[src/design/decode_params.svh]
`ifndef DECODE_PARAMS_SVH
`define DECODE_PARAMS_SVH

// instruction slots per fetch packet
`define DECODE_WIDTH 2

// architectural register id width, 32 GPRs
`define ARF_ID_W 5

`endif

[src/design/isa_pkg.sv]
package isa_pkg;

    // register-format view: 17-bit opcode, then rk, rj, rd
    typedef struct packed {
        logic [16:0] op_hi;
        logic [4:0]  rk;
        logic [4:0]  rj;
        logic [4:0]  rd;
    } inst_reg_view_t;

    // immediate-format view, as used by lu12i.w
    typedef struct packed {
        logic [6:0]  op_hi;
        logic [19:0] imm20;
        logic [4:0]  imm5;
    } inst_imm_view_t;

    typedef union packed {
        inst_reg_view_t reg_f;
        inst_imm_view_t imm_f;
    } inst_word_u;

    typedef enum logic [2:0] {
        REG_ZERO = 3'd0,
        REG_RD   = 3'd1,
        REG_RJ   = 3'd2,
        REG_RK   = 3'd3,
        REG_IMM  = 3'd4
    } reg_sel_t;

    typedef enum logic [1:0] {
        W_NONE = 2'd0,
        W_RD   = 2'd1,
        W_RJ   = 2'd2,
        W_R1   = 2'd3
    } reg_w_sel_t;

    typedef enum logic [1:0] {IMM_S12, IMM_S20, IMM_U5, IMM_U12} imm_type_t;
    typedef enum logic [1:0] {ADDR_S12, ADDR_S16, ADDR_S26} addr_imm_type_t;
    typedef enum logic [1:0] {UNIT_ALU, UNIT_LSU, UNIT_BR} unit_type_t;
    typedef enum logic [2:0] {ALU_ADD, ALU_SUB, ALU_AND, ALU_OR, ALU_SLL, ALU_LUI} alu_op_t;
    typedef enum logic [2:0] {BR_NONE, BR_BEQ, BR_BNE, BR_B, BR_BL} br_type_t;

    // memory access size, log2 of bytes
    localparam logic [1:0] MSIZE_WORD = 2'd2;

    // opcode patterns, grouped by how many top bits they occupy
    localparam logic [16:0] OP17_ADD_W  = 17'h00020;
    localparam logic [16:0] OP17_SUB_W  = 17'h00022;
    localparam logic [16:0] OP17_AND    = 17'h00029;
    localparam logic [16:0] OP17_OR     = 17'h0002a;
    localparam logic [16:0] OP17_SLLI_W = 17'h00081;
    localparam logic [9:0]  OP10_ADDI_W = 10'h00a;
    localparam logic [9:0]  OP10_ANDI   = 10'h00d;
    localparam logic [9:0]  OP10_LD_W   = 10'h0a2;
    localparam logic [9:0]  OP10_ST_W   = 10'h0a6;
    localparam logic [6:0]  OP7_LU12I_W = 7'h0a;
    localparam logic [5:0]  OP6_B       = 6'h14;
    localparam logic [5:0]  OP6_BL      = 6'h15;
    localparam logic [5:0]  OP6_BEQ     = 6'h16;
    localparam logic [5:0]  OP6_BNE     = 6'h17;

    typedef struct packed {
        reg_sel_t       reg_r0;
        reg_sel_t       reg_r1;
        reg_w_sel_t     reg_w;
        imm_type_t      imm_type;
        addr_imm_type_t addr_imm_type;
        unit_type_t     unit;
        alu_op_t        alu_op;
        br_type_t       br_type;
        logic           mem_write;
        logic [1:0]     mem_size;
        logic           decode_err;
        inst_word_u     inst;
    } decode_info_t;

endpackage

[src/design/pipe_pkg.sv]
`include "decode_params.svh"

package pipe_pkg;

    import isa_pkg::*;

    // fetch to decode
    typedef struct packed {
        logic [`DECODE_WIDTH-1:0]             mask;
        logic [31:0]                          pc;
        inst_word_u [`DECODE_WIDTH-1:0]       insts;
    } f_d_pkg_t;

    // decode to rename, two read ports and one write port per slot
    typedef struct packed {
        logic [`DECODE_WIDTH-1:0]                     r_valid;
        logic [`DECODE_WIDTH-1:0][31:0]               pc;
        logic [`DECODE_WIDTH-1:0]                     w_reg;
        logic [`DECODE_WIDTH-1:0]                     w_mem;
        logic [2*`DECODE_WIDTH-1:0]                   reg_need;
        logic [2*`DECODE_WIDTH-1:0]                   use_imm;
        logic [2*`DECODE_WIDTH-1:0][`ARF_ID_W-1:0]    r_arfid;
        logic [`DECODE_WIDTH-1:0][`ARF_ID_W-1:0]      w_arfid;
        logic [`DECODE_WIDTH-1:0][31:0]               data_imm;
        logic [`DECODE_WIDTH-1:0][31:0]               addr_imm;
        unit_type_t [`DECODE_WIDTH-1:0]               unit;
        alu_op_t [`DECODE_WIDTH-1:0]                  op;
        logic [`DECODE_WIDTH-1:0][1:0]                msize;
        br_type_t [`DECODE_WIDTH-1:0]                 br_type;
        logic [`DECODE_WIDTH-1:0]                     decode_err;
        logic [`DECODE_WIDTH-1:0][4:0]                inst_4_0;
    } d_r_pkg_t;

endpackage

[src/design/basic_decoder.sv]
module basic_decoder (
    input  isa_pkg::inst_word_u   inst,
    output isa_pkg::decode_info_t info
);

    import isa_pkg::*;

    logic [16:0] op17;
    logic [9:0]  op10;
    logic [6:0]  op7;
    logic [5:0]  op6;

    // opcode prefixes of different lengths, all taken from the top of the word
    assign op17 = inst.reg_f.op_hi;
    assign op10 = inst.reg_f.op_hi[16:7];
    assign op7  = inst.imm_f.op_hi;
    assign op6  = inst.imm_f.op_hi[6:1];

    always_comb begin
        info = '0;
        info.inst = inst;
        if (op17 == OP17_ADD_W || op17 == OP17_SUB_W || op17 == OP17_AND || op17 == OP17_OR) begin
            info.reg_r0 = REG_RJ;
            info.reg_r1 = REG_RK;
            info.reg_w  = W_RD;
            info.unit   = UNIT_ALU;
            case (op17)
                OP17_SUB_W: info.alu_op = ALU_SUB;
                OP17_AND:   info.alu_op = ALU_AND;
                OP17_OR:    info.alu_op = ALU_OR;
                default:    info.alu_op = ALU_ADD;
            endcase
        end else if (op17 == OP17_SLLI_W) begin
            // shift amount sits in the rk field
            info.reg_r0   = REG_RJ;
            info.reg_r1   = REG_IMM;
            info.reg_w    = W_RD;
            info.imm_type = IMM_U5;
            info.alu_op   = ALU_SLL;
        end else if (op10 == OP10_ADDI_W || op10 == OP10_ANDI) begin
            info.reg_r0   = REG_RJ;
            info.reg_r1   = REG_IMM;
            info.reg_w    = W_RD;
            info.imm_type = (op10 == OP10_ANDI) ? IMM_U12 : IMM_S12;
            info.alu_op   = (op10 == OP10_ANDI) ? ALU_AND : ALU_ADD;
        end else if (op7 == OP7_LU12I_W) begin
            info.reg_r1   = REG_IMM;
            info.reg_w    = W_RD;
            info.imm_type = IMM_S20;
            info.alu_op   = ALU_LUI;
        end else if (op10 == OP10_LD_W || op10 == OP10_ST_W) begin
            info.reg_r0   = REG_RJ;
            info.unit     = UNIT_LSU;
            info.mem_size = MSIZE_WORD;
            // store data comes from rd, load result goes to rd
            if (op10 == OP10_ST_W) begin
                info.reg_r1    = REG_RD;
                info.mem_write = 1'b1;
            end else begin
                info.reg_w = W_RD;
            end
        end else if (op6 == OP6_BEQ || op6 == OP6_BNE) begin
            info.reg_r0        = REG_RJ;
            info.reg_r1        = REG_RD;
            info.addr_imm_type = ADDR_S16;
            info.unit          = UNIT_BR;
            info.br_type       = (op6 == OP6_BEQ) ? BR_BEQ : BR_BNE;
        end else if (op6 == OP6_B || op6 == OP6_BL) begin
            info.addr_imm_type = ADDR_S26;
            info.unit          = UNIT_BR;
            info.br_type       = (op6 == OP6_BL) ? BR_BL : BR_B;
            // link register is r1
            info.reg_w         = (op6 == OP6_BL) ? W_R1 : W_NONE;
        end else begin
            info.decode_err = 1'b1;
        end
    end

endmodule

[src/design/imm_extract.sv]
module imm_extract (
    input  isa_pkg::inst_word_u     inst,
    input  isa_pkg::imm_type_t      imm_type,
    input  isa_pkg::addr_imm_type_t addr_imm_type,
    output logic [31:0]             data_imm,
    output logic [31:0]             addr_imm
);

    import isa_pkg::*;

    logic [31:0] w;

    assign w = inst;

    // operand immediates for the alu
    always_comb begin
        case (imm_type)
            IMM_S12: data_imm = {{20{w[21]}}, w[21:10]};
            IMM_S20: data_imm = {{12{inst.imm_f.imm20[19]}}, inst.imm_f.imm20};
            IMM_U5:  data_imm = {27'b0, w[14:10]};
            default: data_imm = {20'b0, w[21:10]};
        endcase
    end

    // address offsets, branch offsets are in words
    always_comb begin
        case (addr_imm_type)
            ADDR_S12: addr_imm = {{20{w[21]}}, w[21:10]};
            ADDR_S16: addr_imm = {{14{w[25]}}, w[25:10], 2'b00};
            default:  addr_imm = {{4{w[9]}}, w[9:0], w[25:10], 2'b00};
        endcase
    end

endmodule

[src/design/decoder.sv]
`include "decode_params.svh"

module decoder (
    input  pipe_pkg::f_d_pkg_t head_pkt,
    output pipe_pkg::d_r_pkg_t out_pkt
);

    import isa_pkg::*;
    import pipe_pkg::*;

    decode_info_t infos    [`DECODE_WIDTH];
    logic [31:0]  data_imms[`DECODE_WIDTH];
    logic [31:0]  addr_imms[`DECODE_WIDTH];

    // zero and immediate operands read r0
    function automatic logic [`ARF_ID_W-1:0] read_id(input reg_sel_t sel, input inst_word_u w);
        case (sel)
            REG_RD:  return w.reg_f.rd;
            REG_RJ:  return w.reg_f.rj;
            REG_RK:  return w.reg_f.rk;
            default: return '0;
        endcase
    endfunction

    function automatic logic [`ARF_ID_W-1:0] write_id(input reg_w_sel_t sel, input inst_word_u w);
        case (sel)
            W_RD:    return w.reg_f.rd;
            W_RJ:    return w.reg_f.rj;
            W_R1:    return `ARF_ID_W'(1);
            default: return '0;
        endcase
    endfunction

    for (genvar s = 0; s < `DECODE_WIDTH; s++) begin : g_slot
        basic_decoder basic_decoder_inst (
            .inst (head_pkt.insts[s]),
            .info (infos[s])
        );

        imm_extract imm_extract_inst (
            .inst          (head_pkt.insts[s]),
            .imm_type      (infos[s].imm_type),
            .addr_imm_type (infos[s].addr_imm_type),
            .data_imm      (data_imms[s]),
            .addr_imm      (addr_imms[s])
        );
    end

    always_comb begin
        out_pkt.r_valid = head_pkt.mask;
        for (int s = 0; s < `DECODE_WIDTH; s++) begin
            // packets are aligned, so each slot pc just sets its word offset
            out_pkt.pc[s]           = head_pkt.pc | (32'(s) << 2);
            out_pkt.w_reg[s]        = infos[s].reg_w != W_NONE;
            out_pkt.w_mem[s]        = infos[s].mem_write;
            out_pkt.reg_need[2*s]   = !(infos[s].reg_r0 inside {REG_ZERO, REG_IMM});
            out_pkt.reg_need[2*s+1] = !(infos[s].reg_r1 inside {REG_ZERO, REG_IMM});
            out_pkt.use_imm[2*s]    = infos[s].reg_r0 == REG_IMM;
            out_pkt.use_imm[2*s+1]  = infos[s].reg_r1 == REG_IMM;
            out_pkt.r_arfid[2*s]    = read_id(infos[s].reg_r0, infos[s].inst);
            out_pkt.r_arfid[2*s+1]  = read_id(infos[s].reg_r1, infos[s].inst);
            out_pkt.w_arfid[s]      = write_id(infos[s].reg_w, infos[s].inst);
            out_pkt.data_imm[s]     = data_imms[s];
            out_pkt.addr_imm[s]     = addr_imms[s];
            out_pkt.unit[s]         = infos[s].unit;
            out_pkt.op[s]           = infos[s].alu_op;
            out_pkt.msize[s]        = infos[s].mem_size;
            out_pkt.br_type[s]      = infos[s].br_type;
            out_pkt.decode_err[s]   = infos[s].decode_err;
            out_pkt.inst_4_0[s]     = infos[s].inst.reg_f.rd;
        end
    end

endmodule

[src/design/decode_fifo.sv]
module decode_fifo (
    input  logic               clk,
    input  logic               rst_n,
    input  logic               push_valid,
    output logic               push_ready,
    input  pipe_pkg::f_d_pkg_t push_pkt,
    output logic               head_valid,
    input  logic               pop,
    output pipe_pkg::f_d_pkg_t head_pkt
);

    import pipe_pkg::*;

    f_d_pkg_t   entries[2];
    logic       rd_ptr;
    logic       wr_ptr;
    logic [1:0] count;
    logic       do_push;
    logic       do_pop;

    assign head_valid = count != 2'd0;
    // a full queue still takes a packet when the head leaves this cycle
    assign push_ready = (count != 2'd2) || pop;
    assign do_pop     = pop && head_valid;
    assign do_push    = push_valid && push_ready;
    assign head_pkt   = entries[rd_ptr];

    always_ff @(posedge clk or negedge rst_n) begin
        if (!rst_n) begin
            rd_ptr <= 1'b0;
            wr_ptr <= 1'b0;
            count  <= 2'd0;
        end else begin
            if (do_push) begin
                wr_ptr <= ~wr_ptr;
            end
            if (do_pop) begin
                rd_ptr <= ~rd_ptr;
            end
            case ({do_push, do_pop})
                2'b10:   count <= count + 2'd1;
                2'b01:   count <= count - 2'd1;
                default: count <= count;
            endcase
        end
    end

    // payload storage
    always_ff @(posedge clk) begin
        if (do_push) begin
            entries[wr_ptr] <= push_pkt;
        end
    end

endmodule

[src/design/decode_stage.sv]
module decode_stage (
    input  logic               clk,
    input  logic               rst_n,
    input  logic               in_valid,
    output logic               in_ready,
    input  pipe_pkg::f_d_pkg_t in_pkt,
    output logic               out_valid,
    input  logic               out_ready,
    output pipe_pkg::d_r_pkg_t out_pkt
);

    import pipe_pkg::*;

    f_d_pkg_t head_pkt;

    // the queue is the only register in this stage
    decode_fifo decode_fifo_inst (
        .clk        (clk),
        .rst_n      (rst_n),
        .push_valid (in_valid),
        .push_ready (in_ready),
        .push_pkt   (in_pkt),
        .head_valid (out_valid),
        .pop        (out_valid && out_ready),
        .head_pkt   (head_pkt)
    );

    decoder decoder_inst (
        .head_pkt (head_pkt),
        .out_pkt  (out_pkt)
    );

endmodule

[config.mk]
export PLATFORM = sky130hd
export DESIGN_NAME = decode_stage
export DESIGN_NICKNAME = d
export VERILOG_FILES = /design/src/design/isa_pkg.sv /design/src/design/pipe_pkg.sv /design/src/design/basic_decoder.sv /design/src/design/imm_extract.sv /design/src/design/decoder.sv /design/src/design/decode_fifo.sv /design/src/design/decode_stage.sv
export VERILOG_INCLUDE_DIRS = /design/src /design/src/design
export SDC_FILE = /design/constraint.sdc
export NUM_CORES = 1
export LEC_CHECK = 0
export BUFFER_PORTS_ARGS = -buffer_cell sky130_fd_sc_hd__buf_2
export CAP_MARGIN = 20
export CORE_MARGIN = 5
export CORE_UTILIZATION = 42
export DETAILED_ROUTE_END_ITERATION = 7
export PLACE_DENSITY = 0.73
export SETUP_SLACK_MARGIN = 0.5
export SYNTH_ARGS = -nofsm -noshare
export SYNTH_HDL_FRONTEND = slang
export SYNTH_SLANG_ARGS = --single-unit
[constraint.sdc]
create_clock -name clk -period 4.9 [get_ports clk]
set_clock_uncertainty 0.15 [all_clocks]
set_input_delay 0.735 -clock clk [delete_from_list [all_inputs] [get_ports clk]]
set_output_delay 0.735 -clock clk [all_outputs]
set_load 0.01 [all_outputs]
==> impl_summary.log <==
INFO  metric run_status = completed
INFO  metric yosys_warnings = 0
INFO  metric fin_setup_tns = 0 ns
INFO  metric p_seq_share = 34.1%
INFO  metric worst_hold_slack = 0.330 ns
INFO  metric peak_fanout_along_the_critical_path = 29
INFO  metric post-route-period-util = 88.3%
INFO  metric synthesis.instances = slightly above 700
INFO  metric report.final.setup_viol = 0
INFO  metric netlist.area_leader.share = ~60%
INFO  metric synth-seq-cells = 200
INFO  metric powerDensity = 593 mW/mm2
INFO  metric routed_wl = 30600 um
INFO  metric synth_area_leaders = edfxtp_1 59%, mux2i_1 6.8%, buf_4 5.8%
INFO  metric detailed_routing_iteration_count_for_the_pre_antenna_repair_pass = 6
INFO  metric worst-endpoint-arrival = 3.44 ns
INFO  metric synth-compound-area-share = 8.17%
INFO  metric crit_path_cell_trace = buf_8 > buf_12 > or3_1 > and2_1 > a211o_1 > o21ai_0 > buf_2
INFO  metric dieHeight = 164 um
INFO  metric timing_hold_violations_final = 0
INFO  metric synthesized_area_fraction_occupied_by_xor_and_xnor_cells = 0.793%
INFO  metric fmaxAchievable = 231 MHz
INFO  metric power.static_leakage = about 5.2 nW
INFO  metric worst_setup_path_end_kind = output pin
INFO  metric critical-path-top-delay-family = compound AO/OA/AOI/OAI gates
INFO  metric grt_remaining_overflow = 0
INFO  metric numCtsBuffers = 17
INFO  metric largest_net_degree_at_the_start_of_global_routing = 84
INFO  metric max_slew.worst_pin.slew = 1.02 ns
INFO  metric fp.coreArea = 0.0234 mm2
INFO  metric start_util = 42.5%
INFO  metric io_pins = 372
INFO  metric met1_usage = about a quarter
INFO  metric synth.cell_area = 0.00994 mm2
INFO  metric power.ir.vdd_worst = 285 uV
INFO  metric cts_sinks = 200
INFO  metric syn_avg_cell_area = around 14 um2
INFO  metric grt_use_met2 = 38.6%
INFO  metric classification_of_the_worst_setup_path = flip-flop to output pin
INFO  metric cpPeakStageDelay = 0.81 ns
INFO  metric grt_setup_unrepaired = true
INFO  metric first_global_vias = 7405
INFO  metric max-cap-violations = 0
INFO  metric cts.htree.levels = 4
INFO  metric routed_via_density = 5.47
INFO  metric cp_num_buf_inv = 3
INFO  metric critPathRequiredTime = 4.01 ns
INFO  metric drtIter0Drc = about 570
INFO  metric worst_skew_pair.late_latency = 0.44 ns
INFO  metric site_rows = 56
INFO  metric wl_per_cell = 22.3 um
INFO  metric detailed_place_hpwl = 23200 um
INFO  metric track_usage = 21.7%
INFO  metric number_of_antenna_violations_at_the_first_check_in_global_routing = 3
INFO  metric met3_usage = 5.65%
INFO  metric clock_share_of_power = 18.3%
INFO  metric synth.area.mux_share = 15.1%
INFO  metric synth-adder-area-share = 0.126%
INFO  metric timing.hold.worst.class = input port to flip-flop
INFO  metric synthArstFlopShare = 2.00%
INFO  metric min_clock_period_post_route = 4.33 ns
INFO  metric syn2layout_area_growth = 24.6%
INFO  metric combinational_family_with_the_most_area_after_synthesis = multiplexers
INFO  metric relSlewSlack = between 30% and 40%
INFO  metric post_route_cells_drive_above_1_share = between 40% and 50%
INFO  metric cts_root_buf = clkbuf_16
INFO  metric count_of_flip_flops_with_a_built_in_enable_after_synthesis = 196
INFO  metric die-area = roughly 0.027 mm2
INFO  metric synth_simple_gate_area_share = ~8%
INFO  metric synth_top_cells_by_count = 196 x edfxtp_1, 77 x buf_4, 68 x mux2i_1
INFO  metric cpMaxStageDelayCell = o21ai_0
INFO  metric global_route_wire_length_before_repair = ~44000 um
INFO  metric finalPower = 0.00735 W
INFO  metric top_usage_layer = met2
INFO  metric cts_tree = built
INFO  metric yosysMostFrequentCell = edfxtp_1
INFO  metric finalWeightedCongestion = 0.928
INFO  metric share_comb_of_total_power = 47.6%
INFO  metric routed-via-count = 7494
INFO  metric clkTransAtPathRegs = 0.08 ns
INFO  metric netlist-cell-type-count = a little under 70
INFO  metric buffer_ports.inserted = around 370
INFO  metric die_width = 164 um
INFO  metric finalMaxSlewViolations = 0
INFO  metric drc_errors = 0
INFO  metric synthDominantAreaCellType = edfxtp_1
INFO  metric start_kind = flip-flop
INFO  metric synth.yosys.seq_area_share = around three fifths
INFO  metric switching_share = 40.7%
INFO  metric ys_dominant_reg_cell = edfxtp_1
INFO  metric antenna_violating_nets_post_route = 0
INFO  metric max-clock-path-buffers = 2
INFO  metric layout.nets = 1141
INFO  metric internal_power = around 0.0044 W
INFO  metric switchingPower = 0.00299 W
==> worst register-to-register path, stage by stage, from the launching register on <==
cell and delay (ns):
dfrtp_1 0.42, nor2_1 0.07, nand2_1 0.10, and3_4 0.79, buf_4 0.47
==> cell families (layout without fill, tap and decap cells) <==
logic type               after synthesis  in the layout
other                                  2              6
flip-flops                           200            200
buffers and inverters                117            447
AO/OA/AOI/OAI                        130            130
multiplexers                         128            128
AND/OR/NAND/NOR                      131            131
adder cells (fa/ha/maj)                1              1
XOR/XNOR                               9              9
==> layer usage <==
layer  wire length (um)  up-vias
met3               2650       72
met2              15600      436
met4               1140        2
met5                 13        -
li1                   -     3343
met1              11200     3641
==> path summary, 6_finish.rpt <==
check	start	endpoint	slack (ns)	cells after the start
min reg2reg	decode_fifo_inst.count[1]$_DFFE_PN0P_	decode_fifo_inst.count[1]$_DFFE_PN0P_	0.37	1
min in group asynchronous	rst_n	decode_fifo_inst.count[0]$_DFFE_PN0P_	0.48	2
max reg2reg	decode_fifo_inst.count[0]$_DFFE_PN0P_	decode_fifo_inst.entries[1][6]$_DFFE_PP_	2.58	4
max in group asynchronous	rst_n	decode_fifo_inst.rd_ptr$_DFFE_PN0P_	3.98	2
min	in_pkt[91]	decode_fifo_inst.entries[1][91]$_DFFE_PP_	0.33	1
max	decode_fifo_inst.rd_ptr$_DFFE_PN0P_	out_pkt[151]	0.57	7
==> state kept, by name (all words and copies together) (netlist names) <==
| register | count |
|---|---|
| decode_fifo_inst.count | 2 |
| decode_fifo_inst.rd_ptr | 1 |
| decode_fifo_inst.entries | 196 |
| decode_fifo_inst.wr_ptr | 1 |
==> layout by cell type (no fill, tap or decap), types with 7 or more instances in the layout <==
| cell type | count |
|---|---|
| a21oi_1 | 46 |
| nor2_1 | 31 |
| nor3b_1 | 7 |
| inv_1 | 19 |
| clkbuf_16 | 17 |
| mux4_2 | 13 |
| nand2_1 | 16 |
| edfxtp_1 | 196 |
| o22ai_1 | 19 |
| buf_2 | 366 |
| o21ai_0 | 27 |
| mux2_2 | 46 |
| mux2i_1 | 67 |
| nor3_1 | 8 |
| buf_4 | 22 |
==> through the flow <==
stage / instances / cell area [um2] / utilization (%) / setup WS, ns
after global routing: 1371 / 12400 / 52.9 / 0.416
after CTS: 1358 / 12200 / 52.3 / 0.516
after detailed placement: 1324 / 11600 / 49.8 / 0.684
final: 1371 / 12400 / 52.9 / 0.572
after global placement: 1324 / 11600 / 49.8 / 0.769
after floorplan: 721 / 9960 / - / 0.740
==> area by class of cell <==
cell class / count / area, um2
timing repair inverter: 1 / 5.00
multi-input combinational: 404 / 3260
antenna: 1 / 2.50
inverter: 21 / 86.3
sequential: 200 / 5990
fill: 2064 / 11000
clock buffer: 18 / 429
clock inverter: 14 / 130
timing repair buffer: 393 / 2090
tap: 319 / 399
==> power by group through the flow <==
stage | clock network, W | logic (W) | registers [W]
after floorplan | 0 | 0.00238 | 0.00248
after global placement | 0 | 0.00336 | 0.00257
after detailed placement | 0 | 0.00337 | 0.00259
after CTS | 0.00137 | 0.00344 | 0.00252
after global routing | 0.00145 | 0.00375 | 0.00254
final | 0.00134 | 0.00350 | 0.00250
==> repair_timing <==
item                       CTS  global route
gates cloned                 0             1
resized for setup            2            10
hold buffers                 1             0
hold endpoints to repair     4             0
buffers inserted             1            11
setup endpoints to repair   36            59
pin swaps                    0             2
Power figures use the tool's default switching activity.
